### src/logic/cache_pkg.sv
package cache_pkg;

	localparam int ADDR_W  = 16;            // byte address width
	localparam int DATA_W  = 16;            // pipeline word width
	localparam int TAG_W   = 5;             // tag bits at the top of the address
	localparam int INDEX_W = 7;             // set index bits
	localparam int WORDS   = 8;             // words per block
	localparam int SETS    = 1 << INDEX_W;  // one block per set, 128 sets
	localparam int WORD_W  = $clog2(WORDS); // word index inside a block

	typedef logic [DATA_W-1:0] data_t; // one cached word

	// addr : tttt tsss ssss wwwb
	typedef struct packed {
		logic [TAG_W-1:0]   tag;      // compared against the stored tag
		logic [INDEX_W-1:0] index;    // selects the set
		logic [WORD_W-1:0]  word;     // selects the word in the block
		logic               byte_sel; // ignored, word accesses only
	} cache_addr_t;

	typedef struct packed {
		logic             valid; // block holds memory data
		logic [TAG_W-1:0] tag;   // tag of the resident block
	} meta_t;

	typedef struct packed {
		logic        read;  // pipeline load
		logic        write; // pipeline store, never together with read
		cache_addr_t addr;  // byte address of the access
		data_t       wdata; // store data
	} cache_req_t;

	typedef struct packed {
		logic              read;  // level, held for the whole fill
		logic              write; // one cycle per store
		logic [ADDR_W-1:0] addr;  // fill address or store address
		data_t             wdata; // store data, write through
	} mem_req_t;

	typedef struct packed {
		logic              busy;    // fill in progress
		logic [WORD_W-1:0] word;    // word being fetched
		logic              word_we; // memory word arrived this cycle
		logic              tag_we;  // last word, tag goes in now
	} fill_ctl_t;

endpackage

### src/logic/cache_bank.sv
module cache_bank #(
	parameter type entry_t = cache_pkg::data_t, // payload stored per set
	parameter int  DEPTH   = cache_pkg::SETS    // entries, one per set
) (
	input  logic                     clk,
	input  logic                     arst_n,
	input  logic                     we,     // write strobe
	input  logic [$clog2(DEPTH)-1:0] windex, // write set
	input  entry_t                   wentry, // write payload
	input  logic [$clog2(DEPTH)-1:0] rindex, // read set
	output entry_t                   rentry  // read payload, combinational
);

	entry_t mem [DEPTH]; // one entry per set

	// whole array cleared on reset so valid bits start low
	always_ff @(posedge clk or negedge arst_n) begin
		if (!arst_n) begin
			for (int i = 0; i < DEPTH; i++) begin
				mem[i] <= '0; // every set empty
			end
		end else if (we) begin
			mem[windex] <= wentry; // single write port
		end
	end

	assign rentry = mem[rindex]; // async read, same cycle as lookup

endmodule

### config.mk
export PLATFORM = sky130hd
export DESIGN_NAME = cache_bank
export DESIGN_NICKNAME = d
export VERILOG_FILES = /design/src/logic/cache_pkg.sv /design/src/logic/cache_bank.sv
export SDC_FILE = /design/constraint.sdc
export NUM_CORES = 2
export LEC_CHECK = 0
export BUFFER_PORTS_ARGS = -buffer_cell sky130_fd_sc_hd__buf_2
export CORE_MARGIN = 5
export CORE_UTILIZATION = 50
export CTS_BUF_LIST = sky130_fd_sc_hd__clkbuf_8 sky130_fd_sc_hd__clkbuf_16
export CTS_CLUSTER_SIZE = 14
export DETAILED_ROUTE_END_ITERATION = 12
export PLACE_DENSITY = 0.65
export SLEW_MARGIN = 20
export SYNTH_ARGS = -nofsm -noshare
export SYNTH_HDL_FRONTEND = slang
export SYNTH_SLANG_ARGS = --single-unit
### constraint.sdc
create_clock -name clk -period 5.1 [get_ports clk]
set_input_delay 0.51 -clock clk [delete_from_list [all_inputs] [get_ports clk]]
set_output_delay 0.51 -clock clk [all_outputs]
set_load 0.1 [all_outputs]
==> reports/results.ini <==
[yosys]
synth.area.top_cells = dfrtp_1 (55%), mux2_2 (25%), mux4_2 (16%)
synth_cell_types = 17
avgSynthCellArea_sq_um = 16.8
synth_area_sq_um = 92400
seq_area_frac_synth_pct = 55.4
ys_warn_count = 0
synth_top_area_share_pct = 55.4
yosysTopAreaCell = dfrtp_1
synth_seq_cells = 2048
syn_nets = 5522
netlist_instances = 5489

[finish]
reg_top3 = mem: 2048 flops
top_register = mem
fin_cells = 8086
layout_common_cells = mux2_2 (2064), dfrtp_1 (2048), mux4_2 (672), clkbuf_16 (211), buf_4 (198)
syn_to_final_growth_pct = 11.6
layout-drive-gt1-share_pct = 60.7
largest_register_ff_count = 2048
final_common_cell = mux2_2
fillers = 14300
fin_nets = 5478

[cts]
cts_tree = done
cts_root_buf = clkbuf_16
clock-sinks = 2048
cts_buffers = 211
clock_latency_ps = 830
htree_num_levels = 4
postCtsSetupBuffers = 0
post_cts_resized = 0
clkSlewWorstSetupHoldPaths_ps = 60
clk_path_buf_depth = 3

[setup_path]
critPathMaxStageDelay_ps = 480
r2r-start = mem[1236]
critPathLaunchType = primary input
cp.arrival_ps = 3750
cp.required_ps = 4590
critPathKind = in2out
critPathMaxFanout = 23
crit_chain = buf_8 > buf_12 > buf_4 > buf_4 > mux4_2 > mux4_2 > mux4_2 > mux2_2 > buf_2
crit_path_start = rindex[0]
worst_path_most_repeated_cell = mux4_2
endpoint_kind = output port
critPathSlowestCell = mux4_2

[power_and_ir_drop]
pwr-share-clk_pct = 40.9
ir_drop_v = 0.000356
switchingPower_w = 0.00906
combPwrFrac_pct = 10.5
leakage_nw = 48.9
p_per_area_nw_per_um2 = 363
internal_power_w = 0.0285
seqPwrFrac_pct = 48.5
switching_share_pct = 24.1

[flow_run]
cap_violations = 0

[detailed_routing]
finalWirelength_um = 236000
post_drt_wl_per_cell_um = 29.2
viasPerCell = 6.13
vias = 49600
first_pass_iters = 5
drc_errors = 0
ant_nets = 0
drtIter0Drc = 3968

[timing]
clock.fmax_mhz = 235
holdWs_ps = 276
fin_skew_ps = 0
tightestPinTransition_ps = 1180
fin_setup_tns_ps = 0
fin_crit_ps = 4260
final-max-slew-violation-count = 0
slew_headroom_pct = 21.4
fin_crit_sh_pct = 83.5
finalSetupViolCount = 0
grt_setup_unrepaired = false
hold_viol_final = 0

[outcome]
run_status = completed

[die]
initial_core_util_pct = 50.4
die_width_um = 440
dieHeight_um = 440
row_count = 157
core_area_sq_um = 183000
fp.dieArea_sq_um = 194000
io_pins = 49

[global_routing]
grt_pass1_vias = 53100
antenna_found_initial = 17
grt.overflow.total = 0
grt_pass1_wl_um = 361000
track_usage_pct = 25.0
grt_max_degree = 168

[placed_design]
place_hpwl_um = 142000
gp_congestion = 0.802
io_buffers = 48
dp_cells = 7695

[hold_path]
hold_path_class = in2async

-- cells in the mapped netlist --
cell type,count
mux2_2,2064
dfrtp_1,2048
mux4_2,672
clkbuf_1,438
nand2_1,86
buf_2,55
nor2_1,52
buf_1,27
nor3_1,11
buf_4,8
nand2b_1,7
nor4_1,5
or2_2,5
nand3_1,4
nor2b_1,4
and2_1,2
nand4_1,1
-- repair_timing --
| item | in CTS | in global routing |
|---|---|---|
| hold endpoints to repair | 107 | 0 |
| endpoints found under the setup margin | 0 | 0 |
| hold buffers | 1 | 0 |
-- routing by layer --
layer  GRT usage (%)  share of wire, %
met5               0                 0
met1            36.1                45
met4            6.86               2.7
met2            39.7                48
met3            4.39               4.9
-- metrics by stage --
stage / power, W / setup slack [ps] / cell area, sq um / utilization, %
2_1_floorplan: 0.0210 / 1490 / 92400 / -
3_3_place_gp: 0.0223 / 800 / 96100 / 52.4
3_5_place_dp: 0.0225 / 806 / 96100 / 52.4
4_1_cts: 0.0379 / 801 / 103000 / 56.2
5_1_grt: 0.0389 / 739 / 103000 / 56.2
6_report: 0.0375 / 841 / 103000 / 56.2
-- worst max-delay path, delay by kind of cell --
family | cells | cell delay [ps]
muxes | 4 | 1770
buffers and inverters | 5 | 1400
-- logic make-up (layout without fill, tap and decap cells) --
| logic type | after synthesis | after routing | synth area share (%) |
|---|---|---|---|
| multiplexers | 2736 | 2736 | 41.5 |
| AND/OR/NAND/NOR | 177 | 177 | 0.804 |
| flip-flops | 2048 | 2048 | 55.4 |
| buffers and inverters | 528 | 651 | 2.25 |
| other | 0 | 10 | 0 |
-- power by group through the flow --
stage                     clock [W]  combinational [W]  sequential [W]
after floorplan                   0            0.00277          0.0183
after global placement            0            0.00389          0.0184
after detailed placement          0            0.00398          0.0185
after CTS                    0.0157            0.00399          0.0182
after global routing         0.0163            0.00426          0.0184
final                        0.0153            0.00395          0.0182
-- worst paths after layout --
path	slack, ps	endpoint	cells past startpoint
worst max-delay path	840	rentry[3]	9
worst max register to register	4300	mem[1236]	1
max in group asynchronous	3110	mem[673]	3
worst min register to register	500	mem[1854]	1
worst min-delay path	280	mem[1398]	2
min in group clk	320	mem[487]	2
-- layout make-up --
| type | instances | area [sq um] | area share, % |
|---|---|---|---|
| sequential | 2048 | 51200 | 49.7 |
| multi-input combinational | 2913 | 39300 | 38.1 |
| clock buffer | 276 | 6170 | 5.98 |
| tap | 2464 | 3080 | 2.99 |
| timing repair buffer | 271 | 2510 | 2.44 |
| clock inverter | 104 | 820 | 0.794 |
| antenna | 10 | 25.0 | 0.0243 |
Power figures use the tool's default switching activity.
