<file path="src/logic/cache_pkg.sv">
package cache_pkg;

	localparam int ADDR_W  = 16;            // byte address width
	localparam int DATA_W  = 16;            // pipeline word width
	localparam int TAG_W   = 5;             // tag bits at the top of the address
	localparam int INDEX_W = 7;             // set index bits
	localparam int WORDS   = 8;             // words per block
	localparam int SETS    = 1 << INDEX_W;  // one block per set, 128 sets
	localparam int WORD_W  = $clog2(WORDS); // word index inside a block

	typedef logic [DATA_W-1:0] data_t; // one cached word

	// addr : tttt tsss ssss wwwb
	typedef struct packed {
		logic [TAG_W-1:0]   tag;      // compared against the stored tag
		logic [INDEX_W-1:0] index;    // selects the set
		logic [WORD_W-1:0]  word;     // selects the word in the block
		logic               byte_sel; // ignored, word accesses only
	} cache_addr_t;

	typedef struct packed {
		logic             valid; // block holds memory data
		logic [TAG_W-1:0] tag;   // tag of the resident block
	} meta_t;

	typedef struct packed {
		logic        read;  // pipeline load
		logic        write; // pipeline store, never together with read
		cache_addr_t addr;  // byte address of the access
		data_t       wdata; // store data
	} cache_req_t;

	typedef struct packed {
		logic              read;  // level, held for the whole fill
		logic              write; // one cycle per store
		logic [ADDR_W-1:0] addr;  // fill address or store address
		data_t             wdata; // store data, write through
	} mem_req_t;

	typedef struct packed {
		logic              busy;    // fill in progress
		logic [WORD_W-1:0] word;    // word being fetched
		logic              word_we; // memory word arrived this cycle
		logic              tag_we;  // last word, tag goes in now
	} fill_ctl_t;

endpackage

</file>
<file path="src/logic/cache_lookup.sv">
module cache_lookup (
	input  cache_pkg::cache_req_t                 req,        // held pipeline request
	input  cache_pkg::fill_ctl_t                  fill,       // fill controller state
	input  logic [cache_pkg::DATA_W-1:0]          mem_rdata,  // word coming back from memory
	input  cache_pkg::meta_t                      meta,       // stored tag of the indexed set
	output logic [cache_pkg::INDEX_W-1:0]         index,      // set for all banks
	output logic [cache_pkg::WORD_W-1:0]          word,       // addressed word
	output logic                                  hit,
	output logic                                  miss,
	output logic [cache_pkg::WORDS-1:0]           word_we,    // one strobe per word bank
	output logic [cache_pkg::DATA_W-1:0]          word_wdata, // shared by all word banks
	output logic                                  meta_we,    // tag write at end of fill
	output cache_pkg::meta_t                      meta_new    // entry written on fill
);

	import cache_pkg::*;

	logic req_valid; // pipeline wants something
	logic tag_match; // resident block is the addressed one

	assign req_valid = req.read | req.write;
	assign index     = req.addr.index; // request is held during fill, same set
	assign word      = req.addr.word;

	assign tag_match = meta.valid && (meta.tag == req.addr.tag);

	// no lookups while the fill owns the banks
	assign hit  = req_valid & tag_match & ~fill.busy;
	assign miss = req_valid & ~tag_match & ~fill.busy;

	always_comb begin
		word_we    = '0;
		word_wdata = req.wdata;              // store data by default
		if (fill.busy) begin
			word_we[fill.word] = fill.word_we; // memory word lands in its bank
			word_wdata         = mem_rdata;
		end else begin
			word_we[req.addr.word] = hit & req.write; // store hit
		end
	end

	assign meta_we        = fill.tag_we;  // only the fill allocates
	assign meta_new.valid = 1'b1;
	assign meta_new.tag   = req.addr.tag; // tag of the block being filled

endmodule

</file>
<file path="config.mk">
export PLATFORM = sky130hd
export DESIGN_NAME = cache_lookup
export DESIGN_NICKNAME = d
export VERILOG_FILES = /design/src/logic/cache_pkg.sv /design/src/logic/cache_lookup.sv
export SDC_FILE = /design/constraint.sdc
export NUM_CORES = 1
export LEC_CHECK = 0
export BUFFER_PORTS_ARGS = -buffer_cell sky130_fd_sc_hd__buf_2
export CAP_MARGIN = 10
export CORE_MARGIN = 1
export CORE_UTILIZATION = 25
export DETAILED_ROUTE_END_ITERATION = 6
export PLACE_DENSITY = 0.85
export SETUP_SLACK_MARGIN = 0.02
export SYNTH_ARGS = -nofsm -noshare
export SYNTH_HDL_FRONTEND = slang
export SYNTH_SLANG_ARGS = --single-unit
</file>
<file path="constraint.sdc">
create_clock -name vclk -period 1.4
set_clock_uncertainty 0.05 [all_clocks]
set_input_delay 0.07 -clock vclk [all_inputs]
set_output_delay 0.07 -clock vclk [all_outputs]
set_load 0.05 [all_outputs]
</file>
==> metrics list <==
- Measured along the y axis, the die boundary spans between 50 and 60 um.
- The number of nets in the synthesized netlist is 143.
* Core ar.: 0.00245 mm^2
* Placement row count: 18
- The slowest stage of the critical path belongs to the cell buf_2.
- The congestion estimate from routability-driven global placement came to between 0.7 and 0.8.
- Post-Route Setup TNS: 0 ps
- Top-area cell type share of the netlist area: about 28%
* Most used cell, CP: buf_2
- Leaving out fill and tap cells, the most frequent cells in the layout are 87 x buf_2, 16 x mux2_2, 8 x o21ai_1.
- Largest driver fanout on the critical path: 4
- Post-synthesis instance area: 643 um^2
- STA classifies the critical path endpoint as an output port.
- Starting Density: between 20% and 30%
* FILL cells: 272
- Final wirelength: 1840 um
- The first TritonRoute pass finished after 4 iterations.
* Critical path destination: word_we[5]
- Worst setup path start: req[30]
- Clk_buf instances: 0
* Post-synthesis to final-layout area growth: 52.7%
* Sequential-to-total area share from yosys stat: 0%
- Setup violators final: 0
- Number of vias per cell: between 4 and 5
* Clock period minus final worst setup slack: around 1200 ps
- Die outline area: between 0.002 and 0.003 mm^2
- RSZ-0062 raised after global routing: no
* Post-synthesis cell type with the largest combined area: mux2_2
- The floorplan step set the die width to roughly 53 um.
* FMAX: just over 0.8 GHz
- Critical Setup Path Class: in2out
- Xor/xnor share of the synthesized area: between 10% and 20%
- For this run, design rule violations remaining after detail routing come to 0.
- Global routing consumed, over all layers together, 10.0% of the routing resources.
- The final layout contains approximately 210 nets.
- Synth Area in Compound Gates: 8.95%
- Global route total overflow: 0
* Share of synthesized cell area in full adder, half adder and majority cells: 0%
- Data on the critical path is required at its endpoint by between 1000 and 1500 ps.
- Avg Synthesized Cell Area: around 7.9 um^2
- Flip-flop and latch area: 0 um^2
* Number of antenna violations at the first check in global routing: 0
- Number of global-route vias before repair: about 540
* Path type of the worst min-delay path: in2out
- For this run, the slowest stage of the critical path takes 280 ps.
* Remaining antenna violation count after routing: 0
- Leaving out fill and tap cells, the most frequent cell in the layout is buf_2.
- Synthesis handed over a netlist of 81 instances.
- Crit-path cells: buf_2 > xnor2_2 > nand4b_1 > o21ai_1 > buf_2
- Worst EP arrival: around 1100 ps
- IR analysis of the VDD net gives a maximum drop of approximately 0.4 mV.
* Number of failing hold endpoints at the final stage: 0
- Sorting the synthesized cells by area gives the leading types as mux2_2 28%, buf_4 21%, xnor2_2 13%.
- The first global-routing pass estimated 2180 um of wire.
- Share of synthesized cell area in and, or, nand and nor gates: about a quarter
* Cts hold-fix bufs: 0
- The number of gates resized after CTS was 0.
* Final HPWL DP: around 1700 um
* Status: complete, no violations
- Count of port buffers added during placement: 87
* Iter 0 DRT Violations: 14
- Pin count of the biggest net entering global routing: 17
- IO Count: about 110
- Number of library cell types mapped by synthesis: 21
- Count of flip-flops and latches: 0
- After detailed routing, the average wire length per cell comes to roughly 10 um.
- Critical path launch point type: input port
- Yosys printed 0 warnings.
- Vias: between 700 and 800
- Final Max Slew Viols: 0
* Worst hold path startpoint: req[20]
* # diodes: 0
- Post-CTS Setup Repair Bufs: 0
- In this run the static leakage power is about 0.53 nW.
- Fraction of final layout cells sized beyond drive strength 1: about three quarters
- In the finished design, the share of the clock period the worst path needs comes to 87.6%.
- Power per standard cell area: around 470 mW/mm^2
* Dominant combinational cell family by area after synthesis: multiplexers
* Reported max-cap violation count: 0
- The portion of synthesized area spent on multiplexers is 28.0%.
* Final core utilization: 40.0%
-- where the power goes --
group	leakage, nW	internal, mW	switching (mW)	total (mW)
sequential	0	0	0	0
combinational	0.531	0.157	0.303	0.461
clock	0	0	0	0
total	0.531	0.157	0.303	0.461
-- per-layer routing --
metal,GRT usage (%),share of wire [%]
met5,0,0
met3,0.580,7.6
met4,0.439,0
met2,16.2,48
met1,14.9,44
-- how the worst min path moves through the flow --
stage / end / slack [ps] / cells after the start
6_report: index[0] / 90 / 0
2_1_floorplan: index[0] / 260 / 1
3_3_place_gp: index[2] / 90 / 0
4_1_cts: index[2] / 90 / 0
3_5_place_dp: index[2] / 90 / 0
5_1_grt: meta_we / 90 / 0
-- stage by stage --
step                      setup WS [ps]  total power, mW  hold slack [ps]  cell area, um^2  cells
after global routing                108            0.486             90.1              982    180
after floorplan                     118            0.401              257              648     81
after global placement              204            0.457             90.3              982    180
final                               173            0.461             90.0              982    180
after CTS                           181            0.463             90.3              982    180
after detailed placement            181            0.462             90.3              982    180
-- logic make-up (layout without fill, tap and decap cells) --
kind of cell           after synthesis  after routing
XOR/XNOR                             5              5
buffers and inverters               20             89
AO/OA/AOI/OAI                       10             10
other                                1              1
AND/OR/NAND/NOR                     29             29
multiplexers                        16             16
-- final cells by class --
| cell class | instances | area, um^2 | share of cell area, % |
|---|---|---|---|
| well taps | 30 | 37.5 | 3.82 |
| repair buffers | 88 | 443 | 45.1 |
| multi-input cells | 61 | 498 | 50.7 |
| inverters | 1 | 3.75 | 0.382 |
-- worst max-delay path: cells and delay by family --
family | cells | cell delay, ps
compound gates | 1 | 200
buf+inv | 2 | 400
xor+xnor | 1 | 190
simple gates | 1 | 240
-- synthesized netlist by cell type --
master	count
and2b_2	1
nand3_1	2
nor2_1	1
buf_6	1
nor2b_1	3
buf_4	18
mux2_2	16
xnor2_2	5
o21ba_2	1
and2b_1	1
nand4b_1	2
inv_1	1
and3b_1	1
conb_1	1
nand4_1	7
o21bai_1	1
or3_1	2
o21ai_1	8
nor3_1	1
nand2_1	7
nor3b_1	1
Note: power is estimated with default switching activity, not from simulation.
