### src/logic/cache_pkg.sv
package cache_pkg;

	localparam int ADDR_W  = 16;            // byte address width
	localparam int DATA_W  = 16;            // pipeline word width
	localparam int TAG_W   = 5;             // tag bits at the top of the address
	localparam int INDEX_W = 7;             // set index bits
	localparam int WORDS   = 8;             // words per block
	localparam int SETS    = 1 << INDEX_W;  // one block per set, 128 sets
	localparam int WORD_W  = $clog2(WORDS); // word index inside a block

	typedef logic [DATA_W-1:0] data_t; // one cached word

	// addr : tttt tsss ssss wwwb
	typedef struct packed {
		logic [TAG_W-1:0]   tag;      // compared against the stored tag
		logic [INDEX_W-1:0] index;    // selects the set
		logic [WORD_W-1:0]  word;     // selects the word in the block
		logic               byte_sel; // ignored, word accesses only
	} cache_addr_t;

	typedef struct packed {
		logic             valid; // block holds memory data
		logic [TAG_W-1:0] tag;   // tag of the resident block
	} meta_t;

	typedef struct packed {
		logic        read;  // pipeline load
		logic        write; // pipeline store, never together with read
		cache_addr_t addr;  // byte address of the access
		data_t       wdata; // store data
	} cache_req_t;

	typedef struct packed {
		logic              read;  // level, held for the whole fill
		logic              write; // one cycle per store
		logic [ADDR_W-1:0] addr;  // fill address or store address
		data_t             wdata; // store data, write through
	} mem_req_t;

	typedef struct packed {
		logic              busy;    // fill in progress
		logic [WORD_W-1:0] word;    // word being fetched
		logic              word_we; // memory word arrived this cycle
		logic              tag_we;  // last word, tag goes in now
	} fill_ctl_t;

endpackage

### src/logic/cache_fill_fsm.sv
module cache_fill_fsm (
	input  logic                         clk,
	input  logic                         arst_n,
	input  logic                         miss,           // lookup saw a miss
	input  cache_pkg::cache_addr_t       miss_addr,      // address that missed
	input  logic                         mem_data_valid, // one strobe per word
	output cache_pkg::fill_ctl_t         fill,           // state for lookup and word select
	output logic [cache_pkg::ADDR_W-1:0] fill_addr,      // memory read address
	output logic                         finish          // one cycle, last word
);

	import cache_pkg::*;

	typedef enum logic {
		IDLE,
		FILLING
	} state_t;

	state_t             state;
	state_t             state_nxt;
	logic [WORD_W-1:0]  count;      // next word to fetch
	logic [TAG_W-1:0]   base_tag;   // block being filled
	logic [INDEX_W-1:0] base_index;
	logic               start;      // miss accepted this cycle
	logic               last_word;  // count points at final word
	cache_addr_t        fill_ptr;

	assign start     = (state == IDLE) & miss;
	assign last_word = (count == WORD_W'(WORDS - 1));

	always_comb begin
		state_nxt = state;
		case (state)
			IDLE: begin
				if (start) begin
					state_nxt = FILLING; // busy rises at this edge
				end
			end
			FILLING: begin
				if (mem_data_valid && last_word) begin
					state_nxt = IDLE; // eighth word in, tag goes with it
				end
			end
			default: begin
				state_nxt = IDLE;
			end
		endcase
	end

	always_ff @(posedge clk or negedge arst_n) begin
		if (!arst_n) begin
			state <= IDLE;
			count <= '0;
		end else begin
			state <= state_nxt;
			if (start) begin
				count <= '0;         // fill starts at word 0
			end else if (fill.word_we) begin
				count <= count + 1'b1; // wraps back to 0 after the last word
			end
		end
	end

	// block base, only meaningful while filling
	always_ff @(posedge clk) begin
		if (start) begin
			base_tag   <= miss_addr.tag;
			base_index <= miss_addr.index;
		end
	end

	assign fill.busy    = (state == FILLING);
	assign fill.word    = count;
	assign fill.word_we = fill.busy & mem_data_valid; // latency set by memory
	assign fill.tag_we  = fill.word_we & last_word;
	assign finish       = fill.tag_we; // high while busy falls

	assign fill_ptr.tag      = base_tag;
	assign fill_ptr.index    = base_index;
	assign fill_ptr.word     = count;
	assign fill_ptr.byte_sel = 1'b0; // word aligned
	assign fill_addr         = fill_ptr;

endmodule

### config.mk
export PLATFORM = sky130hd
export DESIGN_NAME = cache_fill_fsm
export DESIGN_NICKNAME = d
export VERILOG_FILES = /design/src/logic/cache_pkg.sv /design/src/logic/cache_fill_fsm.sv
export SDC_FILE = /design/constraint.sdc
export NUM_CORES = 1
export LEC_CHECK = 0
export BUFFER_PORTS_ARGS = -buffer_cell sky130_fd_sc_hd__buf_2
export CAP_MARGIN = 5
export CORE_MARGIN = 3
export CORE_UTILIZATION = 41
export DETAILED_ROUTE_END_ITERATION = 10
export HOLD_SLACK_MARGIN = 0.15
export PLACE_DENSITY = 0.8
export SYNTH_ARGS = -nofsm -noshare
export SYNTH_HDL_FRONTEND = slang
export SYNTH_SLANG_ARGS = --single-unit
### constraint.sdc
create_clock -name clk -period 2.16 [get_ports clk]
set_input_delay 0.324 -clock clk [delete_from_list [all_inputs] [get_ports clk]]
set_output_delay 0.324 -clock clk [all_outputs]
set_load 0.01 [all_outputs]
==> results.json <==
{
  "portBuffers": 37,
  "tns_ns": 0,
  "fill_cells": 118,
  "ant_nets": 0,
  "hp-class": "input pin to flop",
  "drc_errors": 0,
  "core_area_mm2": 0.00135,
  "ys_ff_latch": 16,
  "p_per_area_mw_per_mm2": 1050,
  "fmax_mhz": 564,
  "fp.dieH_um": 44.8,
  "synthTopCellsByArea": "edfxtp_1 (58%), dfrtp_1 (16%), buf_4 (7.3%)",
  "insertion_delay_ns": 0.27,
  "post_cts_buffers": 0,
  "cts_buffers": 3,
  "cp-end-kind": "output port",
  "cp-endpoint": "finish",
  "crit_family": "flip-flops",
  "grt.overflow.total": 0,
  "path_cells": "ha_1 > ha_1 > and3_1 > buf_2",
  "cts-htree-levels": 1,
  "reg2reg_depth": 4,
  "synth_top_area_share_pct": 58.3,
  "cp-start-kind": "flop",
  "vias": 422,
  "leakagePower_nw": 0.388,
  "fp-row-count": 13,
  "clock-sinks": 16,
  "crit_required_ns": 1.84,
  "synthFlopType": "edfxtp_1",
  "synth_cells": 36,
  "drt-total-wl_mm": 1.23,
  "async_flop_share_pct": 25.0,
  "fp.dieArea_mm2": 0.00201,
  "ios": 43,
  "cts-resized-gates": 0,
  "fin_nets": 96,
  "setup_viol": 0,
  "yosysMostFrequentCell": "edfxtp_1",
  "grt_pass1_wl_mm": 1.80,
  "ctsLongestPathBuffers": 2,
  "grt_max_degree": 13,
  "maxCapViolCount": 0,
  "fin_crit_ns": 1.77,
  "status": "complete, no violations",
  "syn_nets": 58,
  "rsz0062_at_grt": "no",
  "cp_num_cells": 4,
  "critPathLaunch": "count[0]$_DFFE_PN0P_",
  "r2r_slack_ns": 0.66,
  "gp_congestion": 0.683,
  "timing.final.crit_share_pct": 82.1,
  "antenna_found_initial": 0,
  "drv_slew": 0,
  "avgRoutedWirePerCell_um": 13.9,
  "layout-area-overhead-vs-synth_pct": 32.8,
  "place_hpwl_mm": 1.03,
  "finalPower_mw": 0.865,
  "synthesis.area_um2": 618,
  "r2r_start": "count[0]$_DFFE_PN0P_",
  "hold_viol_final": 0,
  "synthDistinctLibCells": 12,
  "crit_path_top_delay_cell": "dfrtp_1",
  "crit_type": "flop to output port",
  "cts_tree": "built",
  "clockRootBuffer": "clkbuf_4",
  "path_common_cell": "ha_1",
  "arrival_ns": 1.45,
  "skew_ns": 0.00415,
  "post_drt_via_cell_ratio": 4.80,
  "final_layout_size_suffix_gt1_share_pct": 56.2,
  "cts.clk_slew.worst_paths_ns": 0.08,
  "avgSynthCellArea_um2": 17.2,
  "ys_seq_area_share_pct": 74.5,
  "ys_warn_count": 0,
  "grt_use_total_pct": 12.8,
  "crit_path_max_incr_delay_ns": 0.43,
  "start_util_pct": 45.8,
  "yosys.area.top_type": "edfxtp_1",
  "worstPathMaxFanout": 5,
  "synth_commonest_cells": "edfxtp_1 (12), buf_4 (6), dfrtp_1 (4)",
  "dieWidth_um": 44.8,
  "grt_pass1_vias": 384,
  "firstDrtPassIters": 4,
  "worstReg2RegEnd": "count[2]$_DFFE_PN0P_",
  "synth_edf_count": 12,
  "ir_drop_mv": 0.797,
  "path_buf_inv": 1,
  "drt_iter0_markers": 5,
  "diodes": 0
}
## metrics by stage
stage                     area [um2]  std cells  setup WS [ns]  hold slack [ns]  utilization, %
final                            821         88          0.386            0.228            60.8
after global routing             821         88          0.279            0.212            60.8
after CTS                        821         88          0.377            0.221            60.8
after detailed placement         785         83          0.660            0.138            58.1
after global placement           785         83          0.699            0.133            58.1
after floorplan                  618         36          0.651           0.0284               -
## registers in the layout (all words and copies together), names as in the netlist
register / count
base_tag: 5
state: 1
base_index: 7
count: 3
## cell type report
class | instances | area, um2 | share of cell area, %
repair buffers | 39 | 203 | 24.7
flip-flops and latches | 16 | 460 | 56.1
well taps | 15 | 18.8 | 2.29
clock buffers | 4 | 26.3 | 3.20
multi-input cells | 14 | 113 | 13.7
## power breakdown
group	switching [mW]	leakage, nW	internal (mW)	total, mW
sequential	0.0494	0.154	0.392	0.441
combinational	0.135	0.220	0.139	0.274
clock	0.0775	0.0150	0.0713	0.149
total	0.262	0.388	0.602	0.865
## cells by family (layout without fill, tap and decap cells)
logic type / after synthesis / in the layout / synth area share (%)
AOI/OAI and AO/OA: 3 / 3 / 4.25
xor gates and xnor gates: 1 / 1 / 1.42
adders and majority gates: 2 / 2 / 4.05
buffers and inverters: 6 / 43 / 7.29
DFF: 16 / 16 / 74.5
muxes: 2 / 2 / 3.64
other: 1 / 1 / 0.607
and+or+nand+nor: 5 / 5 / 4.25
## cell usage in the layout (no fill, tap or decap), types with 2 or more instances in the layout
master	count
buf_2	37
mux2_1	2
nor2_1	2
clkbuf_4	3
ha_1	2
edfxtp_1	12
a22o_1	3
dfrtp_1	4
## per-layer routing
layer / track usage [%] / vias to the layer above / part of all wire, %
li1: - / 198 / -
met1: 16.6 / 187 / 39
met2: 20.9 / 35 / 43
met3: 3.98 / 2 / 17
met4: 3.51 / 0 / 0.73
met5: 0 / - / 0
## repair_timing
item / 4_1_cts / 5_1_grt
hold endpoints to repair: 4 / 0
setup endpoints to repair: 0 / 0
hold buffers: 1 / 0
## worst min-delay path by stage
stage | startpoint | end | cells past startpoint
4_1_cts | miss_addr[14] | base_tag[3]$_DFFE_PP_ | 1
5_1_grt | miss_addr[11] | base_tag[0]$_DFFE_PP_ | 1
3_5_place_dp | arst_n | state$_DFF_PN0_ | 1
2_1_floorplan | arst_n | count[0]$_DFFE_PN0P_ | 0
6_report | miss_addr[11] | base_tag[0]$_DFFE_PP_ | 1
3_3_place_gp | arst_n | state$_DFF_PN0_ | 1
Power figures use the tool's default switching activity.
