$ cat config.mk
export PLATFORM = sky130hd
export DESIGN_NAME = cache_word_select
export DESIGN_NICKNAME = d
export VERILOG_FILES = /design/src/logic/cache_pkg.sv /design/src/logic/cache_word_select.sv
export SDC_FILE = /design/constraint.sdc
export NUM_CORES = 1
export LEC_CHECK = 0
export ABC_AREA = 1
export BUFFER_PORTS_ARGS = -buffer_cell sky130_fd_sc_hd__buf_4
export CORE_AREA = 2 2 91 93
export DETAILED_ROUTE_END_ITERATION = 8
export DIE_AREA = 0 0 93 95
export PLACE_DENSITY = 0.76
export SLEW_MARGIN = 25
export SYNTH_ARGS = -nofsm -noshare
export SYNTH_HDL_FRONTEND = slang
export SYNTH_SLANG_ARGS = --single-unit
$ cat constraint.sdc
create_clock -name vclk -period 1.25
set_input_delay 0.0625 -clock vclk [all_inputs]
set_output_delay 0.0625 -clock vclk [all_outputs]
set_load 0.01 [all_outputs]
$ cat src/logic/cache_pkg.sv
package cache_pkg;

	localparam int ADDR_W  = 16;            // byte address width
	localparam int DATA_W  = 16;            // pipeline word width
	localparam int TAG_W   = 5;             // tag bits at the top of the address
	localparam int INDEX_W = 7;             // set index bits
	localparam int WORDS   = 8;             // words per block
	localparam int SETS    = 1 << INDEX_W;  // one block per set, 128 sets
	localparam int WORD_W  = $clog2(WORDS); // word index inside a block

	typedef logic [DATA_W-1:0] data_t; // one cached word

	// addr : tttt tsss ssss wwwb
	typedef struct packed {
		logic [TAG_W-1:0]   tag;      // compared against the stored tag
		logic [INDEX_W-1:0] index;    // selects the set
		logic [WORD_W-1:0]  word;     // selects the word in the block
		logic               byte_sel; // ignored, word accesses only
	} cache_addr_t;

	typedef struct packed {
		logic             valid; // block holds memory data
		logic [TAG_W-1:0] tag;   // tag of the resident block
	} meta_t;

	typedef struct packed {
		logic        read;  // pipeline load
		logic        write; // pipeline store, never together with read
		cache_addr_t addr;  // byte address of the access
		data_t       wdata; // store data
	} cache_req_t;

	typedef struct packed {
		logic              read;  // level, held for the whole fill
		logic              write; // one cycle per store
		logic [ADDR_W-1:0] addr;  // fill address or store address
		data_t             wdata; // store data, write through
	} mem_req_t;

	typedef struct packed {
		logic              busy;    // fill in progress
		logic [WORD_W-1:0] word;    // word being fetched
		logic              word_we; // memory word arrived this cycle
		logic              tag_we;  // last word, tag goes in now
	} fill_ctl_t;

endpackage

$ cat src/logic/cache_word_select.sv
module cache_word_select (
	input  logic [cache_pkg::WORDS-1:0][cache_pkg::DATA_W-1:0] words,     // one word per bank
	input  logic [cache_pkg::WORD_W-1:0]                       word,      // addressed word
	input  cache_pkg::cache_req_t                              req,       // held request
	input  logic                                               hit,       // lookup hit
	input  cache_pkg::fill_ctl_t                               fill,      // fill state
	input  logic [cache_pkg::ADDR_W-1:0]                       fill_addr, // block base plus count
	output logic [cache_pkg::DATA_W-1:0]                       data_out,  // read data to pipeline
	output cache_pkg::mem_req_t                                mem_req    // memory side request
);

	import cache_pkg::*;

	logic store_hit; // write goes through to memory once

	assign data_out = words[word]; // valid on a read hit, same cycle

	assign store_hit = hit & req.write;

	always_comb begin
		mem_req.read  = fill.busy;  // level for the whole fill
		mem_req.write = store_hit;  // hit cycle only
		mem_req.wdata = req.wdata;
		if (fill.busy) begin
			mem_req.addr = fill_addr;
		end else begin
			mem_req.addr = req.addr; // store address when writing
		end
	end

endmodule

==> results of run 1 <==
==> layer usage <==
layer	GRT usage	up-vias	routed length [um]
met5	0	-	0
met2	0.321	161	4120
met3	0.0311	20	768
met4	0.0404	0	187
met1	0.194	1355	3040
li1	-	1628	-
==> layout make-up <==
| cell class | count | share of cell area |
|---|---|---|
| tap | 105 | 0.0373 |
| timing repair buffer | 208 | 0.457 |
| multi-input combinational | 289 | 0.365 |
| inverter | 132 | 0.141 |
==> layout by cell type, fill, tap and decap left out <==
cell type | synthesis | routed
buf_12 | 0 | 4
inv_1 | 131 | 131
buf_4 | 22 | 204
inv_2 | 1 | 1
nand3_1 | 64 | 64
nand2_1 | 209 | 209
mux2_2 | 16 | 16
==> critical path, stage by stage <==
cell and delay, ns:
buf_4 0.13, inv_2 0.09, buf_12 0.19, nand2_1 0.09
nand3_1 0.07, nand2_1 0.08, nand2_1 0.07, nand2_1 0.06
buf_4 0.14
==> cell usage after synthesis <==
| cell type | count | area, um2 |
|---|---|---|
| nand2_1 | 209 | 785 |
| inv_2 | 1 | 3.75 |
| inv_1 | 131 | 492 |
| buf_6 | 8 | 90.1 |
| nand3_1 | 64 | 320 |
| mux2_2 | 16 | 180 |
| buf_4 | 22 | 165 |
| buf_2 | 13 | 65.1 |
==> logic make-up (layout without fill, tap and decap cells) <==
family,count (synthesis),count (layout),share of synthesized area
multiplexers,16,16,0.0858
AND/OR/NAND/NOR,273,273,0.526
buffers and inverters,175,340,0.388
==> power by group through the flow <==
stage	registers, W	clock network, W	logic [W]
floorplan	0	0	0.000612
global placement	0	0	0.00118
detailed placement	0	0	0.00120
CTS	0	0	0.00120
global route	0	0	0.00132
finish	0	0	0.00119
==> path summary, 6_finish.rpt <==
| kind | slack (ns) | startpoint | endpoint |
|---|---|---|---|
| hold / removal | 0.13 | req[0] | mem_req[0] |
| setup / recovery | 0.18 | word[0] | data_out[3] |
==> stage by stage <==
step	setup WS, ns	util	std cells
2_1_floorplan	0.461	-	464
4_1_cts	0.188	0.444	734
3_5_place_dp	0.191	0.444	734
3_3_place_gp	0.192	0.444	734
5_1_grt	0.0769	0.444	734
6_report	0.182	0.444	734
==> results.py, run 1 <==
metrics = {
    "outcome": {
        "outcome": "finished clean",
    },
    "drt": {
        "first_pass_iters": 4,
        "drt_iter0_markers": 143,
        "viasPerCell": 4.31,
        "finalWirelength_um": 8110,
        "vias": 3164,
        "wl_per_cell_um": 11.1,
        "route.detailed.drc": 0,
        "ant_nets": 0,
    },
    "power_and_ir_drop": {
        "pwr-share-comb": 1.000,
        "clkPwrFrac": 0,
        "p_sw_w": 0.000519,
        "p_leak_nw": 2.47,
        "power_density_nw_per_um2": 338,
        "seqPwrFrac": 0,
        "ir_worst_vdd_v": 0.000191,
        "swShare": 0.436,
        "cellInternalPower_w": 0.000673,
        "total_power_w": 0.00119,
    },
    "final_layout": {
        "drive_gt1_frac": 0.358,
        "multiInputGateArea_um2": 1280,
        "final_nets": 819,
        "antenna_cells": 0,
        "seq_cell_count": 0,
        "fin_area_um2": 3520,
        "ff_latch_area_um2": 0,
        "num-clock-buffers": 0,
        "syn2layout_area_growth_pct": 67.7,
        "n_fill_cell": 843,
    },
    "grt": {
        "grtUsageTotal": 0.169,
        "antenna_found_initial": 0,
        "grt_pass1_vias": 2836,
        "grt_overflow": 0,
        "grt_max_degree": 39,
        "grt_pass1_wl_um": 12500,
    },
    "clocking": {
        "cts_resized": 0,
        "postCtsSetupBuffers": 0,
        "postCtsHoldBufs": 0,
    },
    "synth": {
        "avgSynthCellArea_um2": 4.53,
        "syn-cell-area_um2": 2100,
        "yosysWarnings": 0,
        "syn_inst": 464,
        "yosysSeqAreaShare": 0,
        "syn_nets": 652,
        "netlist-cell-type-count": 8,
    },
    "placed_design": {
        "place_area_um2": 3520,
        "hpwl_um": 6780,
        "portBuffers": 200,
        "gp_congestion": 0.749,
    },
    "timing": {
        "maxSlewViolCount": 0,
        "period_share": 0.854,
        "whs_ns": 0.125,
        "fmax_ghz": 0.936,
        "hold_viol_final": 0,
        "rsz0062_at_grt": "false",
        "fin_tns_setup_ns": 0,
        "finalCriticalPeriod_ns": 1.07,
        "tightest_slew_ns": 0.269,
        "setup_violations": 0,
        "slew_headroom": 0.820,
    },
    "min_path": {
        "holdPathStages": 0,
        "hold_class": "input port to output port",
    },
    "worst_setup_path": {
        "critPathMaxFanout": 36,
        "critical_path_required_ns": 1.19,
        "arrival_ns": 1.01,
        "startpoint_type": "input port",
        "critical_path_class": "input port to output port",
        "end_kind": "output port",
    },
    "floorplan": {
        "core.rowCount": 33,
        "start_util": 0.265,
        "fp.dieArea_um2": 8840,
        "die-height_um": 95,
        "die_w_um": 93,
        "pin_count": 238,
        "core_region_area_um2": 7930,
    },
    "flow_run": {
        "cap_violations": 0,
    },
}
(Power assumes the default switching activity.)
==> inputs of run 2 (changes only) <==
Settings changed: ABC_AREA 1 to 0, PLACE_DENSITY 0.76 to 0.6.
==> results.py, run 2 <==
metrics = {
    "grt": {
        "grt_max_degree": 29,
        "grt_pass1_wl_um": 9840,
        "antenna_found_initial": 0,
        "grtUsageTotal": 0.141,
        "grt_overflow": 0,
        "grt_pass1_vias": 1790,
    },
    "timing": {
        "setup_violations": 16,
        "fmax_ghz": 0.763,
        "period_share": 1.05,
        "fin_ws_ns": -0.0614,
        "finalCriticalPeriod_ns": 1.31,
        "whs_ns": 0.125,
        "rsz0062_at_grt": "true",
        "slew_headroom": 0.809,
        "tightest_slew_ns": 0.287,
        "hold_viol_final": 0,
        "maxSlewViolCount": 0,
    },
    "synth": {
        "syn_nets": 282,
        "syn_inst": 94,
        "avgSynthCellArea_um2": 14.9,
        "yosysTopAreaCellShare": 0.525,
        "ys_top_cells_by_area": "mux4_1, mux2_2, buf_4",
        "yosysWarnings": 0,
        "syn-cell-area_um2": 1400,
        "netlist-cell-type-count": 10,
        "synth_common_cells": "mux2_2, mux4_1, buf_4",
        "yosysTopAreaCell": "mux4_1",
        "yosys.cell_count.top_type": "mux2_2",
        "yosysSeqAreaShare": 0,
    },
    "final_layout": {
        "antenna_cells": 0,
        "layout_common_cells": "buf_4, mux4_2, mux2_2",
        "multiInputGateArea_um2": 1130,
        "num-clock-buffers": 0,
        "n_fill_cell": 816,
        "ff_latch_area_um2": 0,
        "fin_cells": 378,
        "drive_gt1_frac": 0.996,
        "syn2layout_area_growth_pct": 112,
        "seq_cell_count": 0,
        "final_common_cell": "buf_4",
        "final_nets": 463,
    },
    "floorplan": {
        "die-height_um": 95,
        "start_util": 0.177,
        "core.rowCount": 33,
        "fp.dieArea_um2": 8840,
        "pin_count": 238,
        "die_w_um": 93,
        "core_region_area_um2": 7930,
    },
    "power_and_ir_drop": {
        "ir_worst_vdd_v": 0.000110,
        "swShare": 0.294,
        "p_leak_nw": 1.43,
        "cellInternalPower_w": 0.000812,
        "p_sw_w": 0.000338,
        "clkPwrFrac": 0,
        "pwr-share-comb": 1.000,
        "power_density_nw_per_um2": 387,
        "seqPwrFrac": 0,
    },
    "drt": {
        "finalWirelength_um": 6780,
        "vias": 1683,
        "route.detailed.drc": 0,
        "viasPerCell": 4.45,
        "first_pass_iters": 4,
        "drt_iter0_markers": 31,
        "ant_nets": 0,
        "wl_per_cell_um": 17.9,
    },
    "clocking": {
        "postCtsSetupBuffers": 0,
        "postCtsHoldBufs": 0,
    },
    "worst_setup_path": {
        "path_cells": "buf_16, buf_12, mux4_2, mux2_4, buf_6",
        "critical-path-slowest-cell": "mux4_2",
        "slowest_delay_ns": 0.50,
        "critical_path_required_ns": 1.19,
        "end_kind": "output port",
        "critPathMaxFanout": 7,
        "critical_path_class": "input port to output port",
        "startpoint_type": "input port",
        "arrival_ns": 1.25,
    },
    "placed_design": {
        "dp.cells": 377,
        "gp_congestion": 0.760,
        "portBuffers": 200,
        "hpwl_um": 5740,
    },
    "outcome": {
        "outcome": "finished, violations left",
        "violations": "negative setup slack",
    },
    "flow_run": {
        "cap_violations": 0,
    },
    "min_path": {
        "hold_class": "input port to output port",
    },
}
-- run 2: layout make-up --
| class | count | area share |
|---|---|---|
| Timing Repair Buffer | 208 | 0.576 |
| Multi-Input combinational cell | 65 | 0.380 |
| Tap cell | 105 | 0.0442 |
-- run 2: critical path, delay by kind of cell --
kind	cells	cell delay, ns
muxes	2	0.79
buffers and inverters	3	0.39
-- run 2: final timing paths --
path              startpoint           to  slack, ns  cells after the start
setup / recovery     word[0]  data_out[3]      -0.06                      5
hold / removal       req[14]  mem_req[14]       0.13                      0
-- run 2: power by group through the flow --
stage	Combinational, W	Clock [W]	Sequential (W)
finish	0.00115	0	0
global route	0.00123	0	0
CTS	0.00116	0	0
detailed placement	0.00103	0	0
global placement	0.00101	0	0
floorplan	0.000467	0	0
-- run 2: metal layers --
metal / part of all wire / GRT usage
met5: 0 / 0
met4: 0.0040 / 0.00613
met3: 0.11 / 0.0343
met2: 0.51 / 0.258
met1: 0.38 / 0.176
-- run 2: logic make-up after synthesis --
kind of cell / synth area share
AND/OR/NAND/NOR: 0.00447
buffers and inverters: 0.149
multiplexers: 0.846
-- run 2: repair_timing --
item                       in CTS  in global routing
cloned                          1                  0
resized for setup              61                  2
setup endpoints to repair      16                 16
-- run 2: stage by stage --
stage	power (W)	utilization	setup TNS (ns)	worst slack, ns	instance area [um2]
after global routing	0.00123	0.375	-1.14	-0.0928	2970
final	0.00115	0.375	-0.604	-0.0614	2970
after detailed placement	0.00103	0.368	-2.66	-0.199	2920
after global placement	0.00101	0.368	-2.40	-0.176	2920
after CTS	0.00116	0.374	-0.766	-0.0705	2960
after floorplan	0.000467	-	0	0.0534	1400
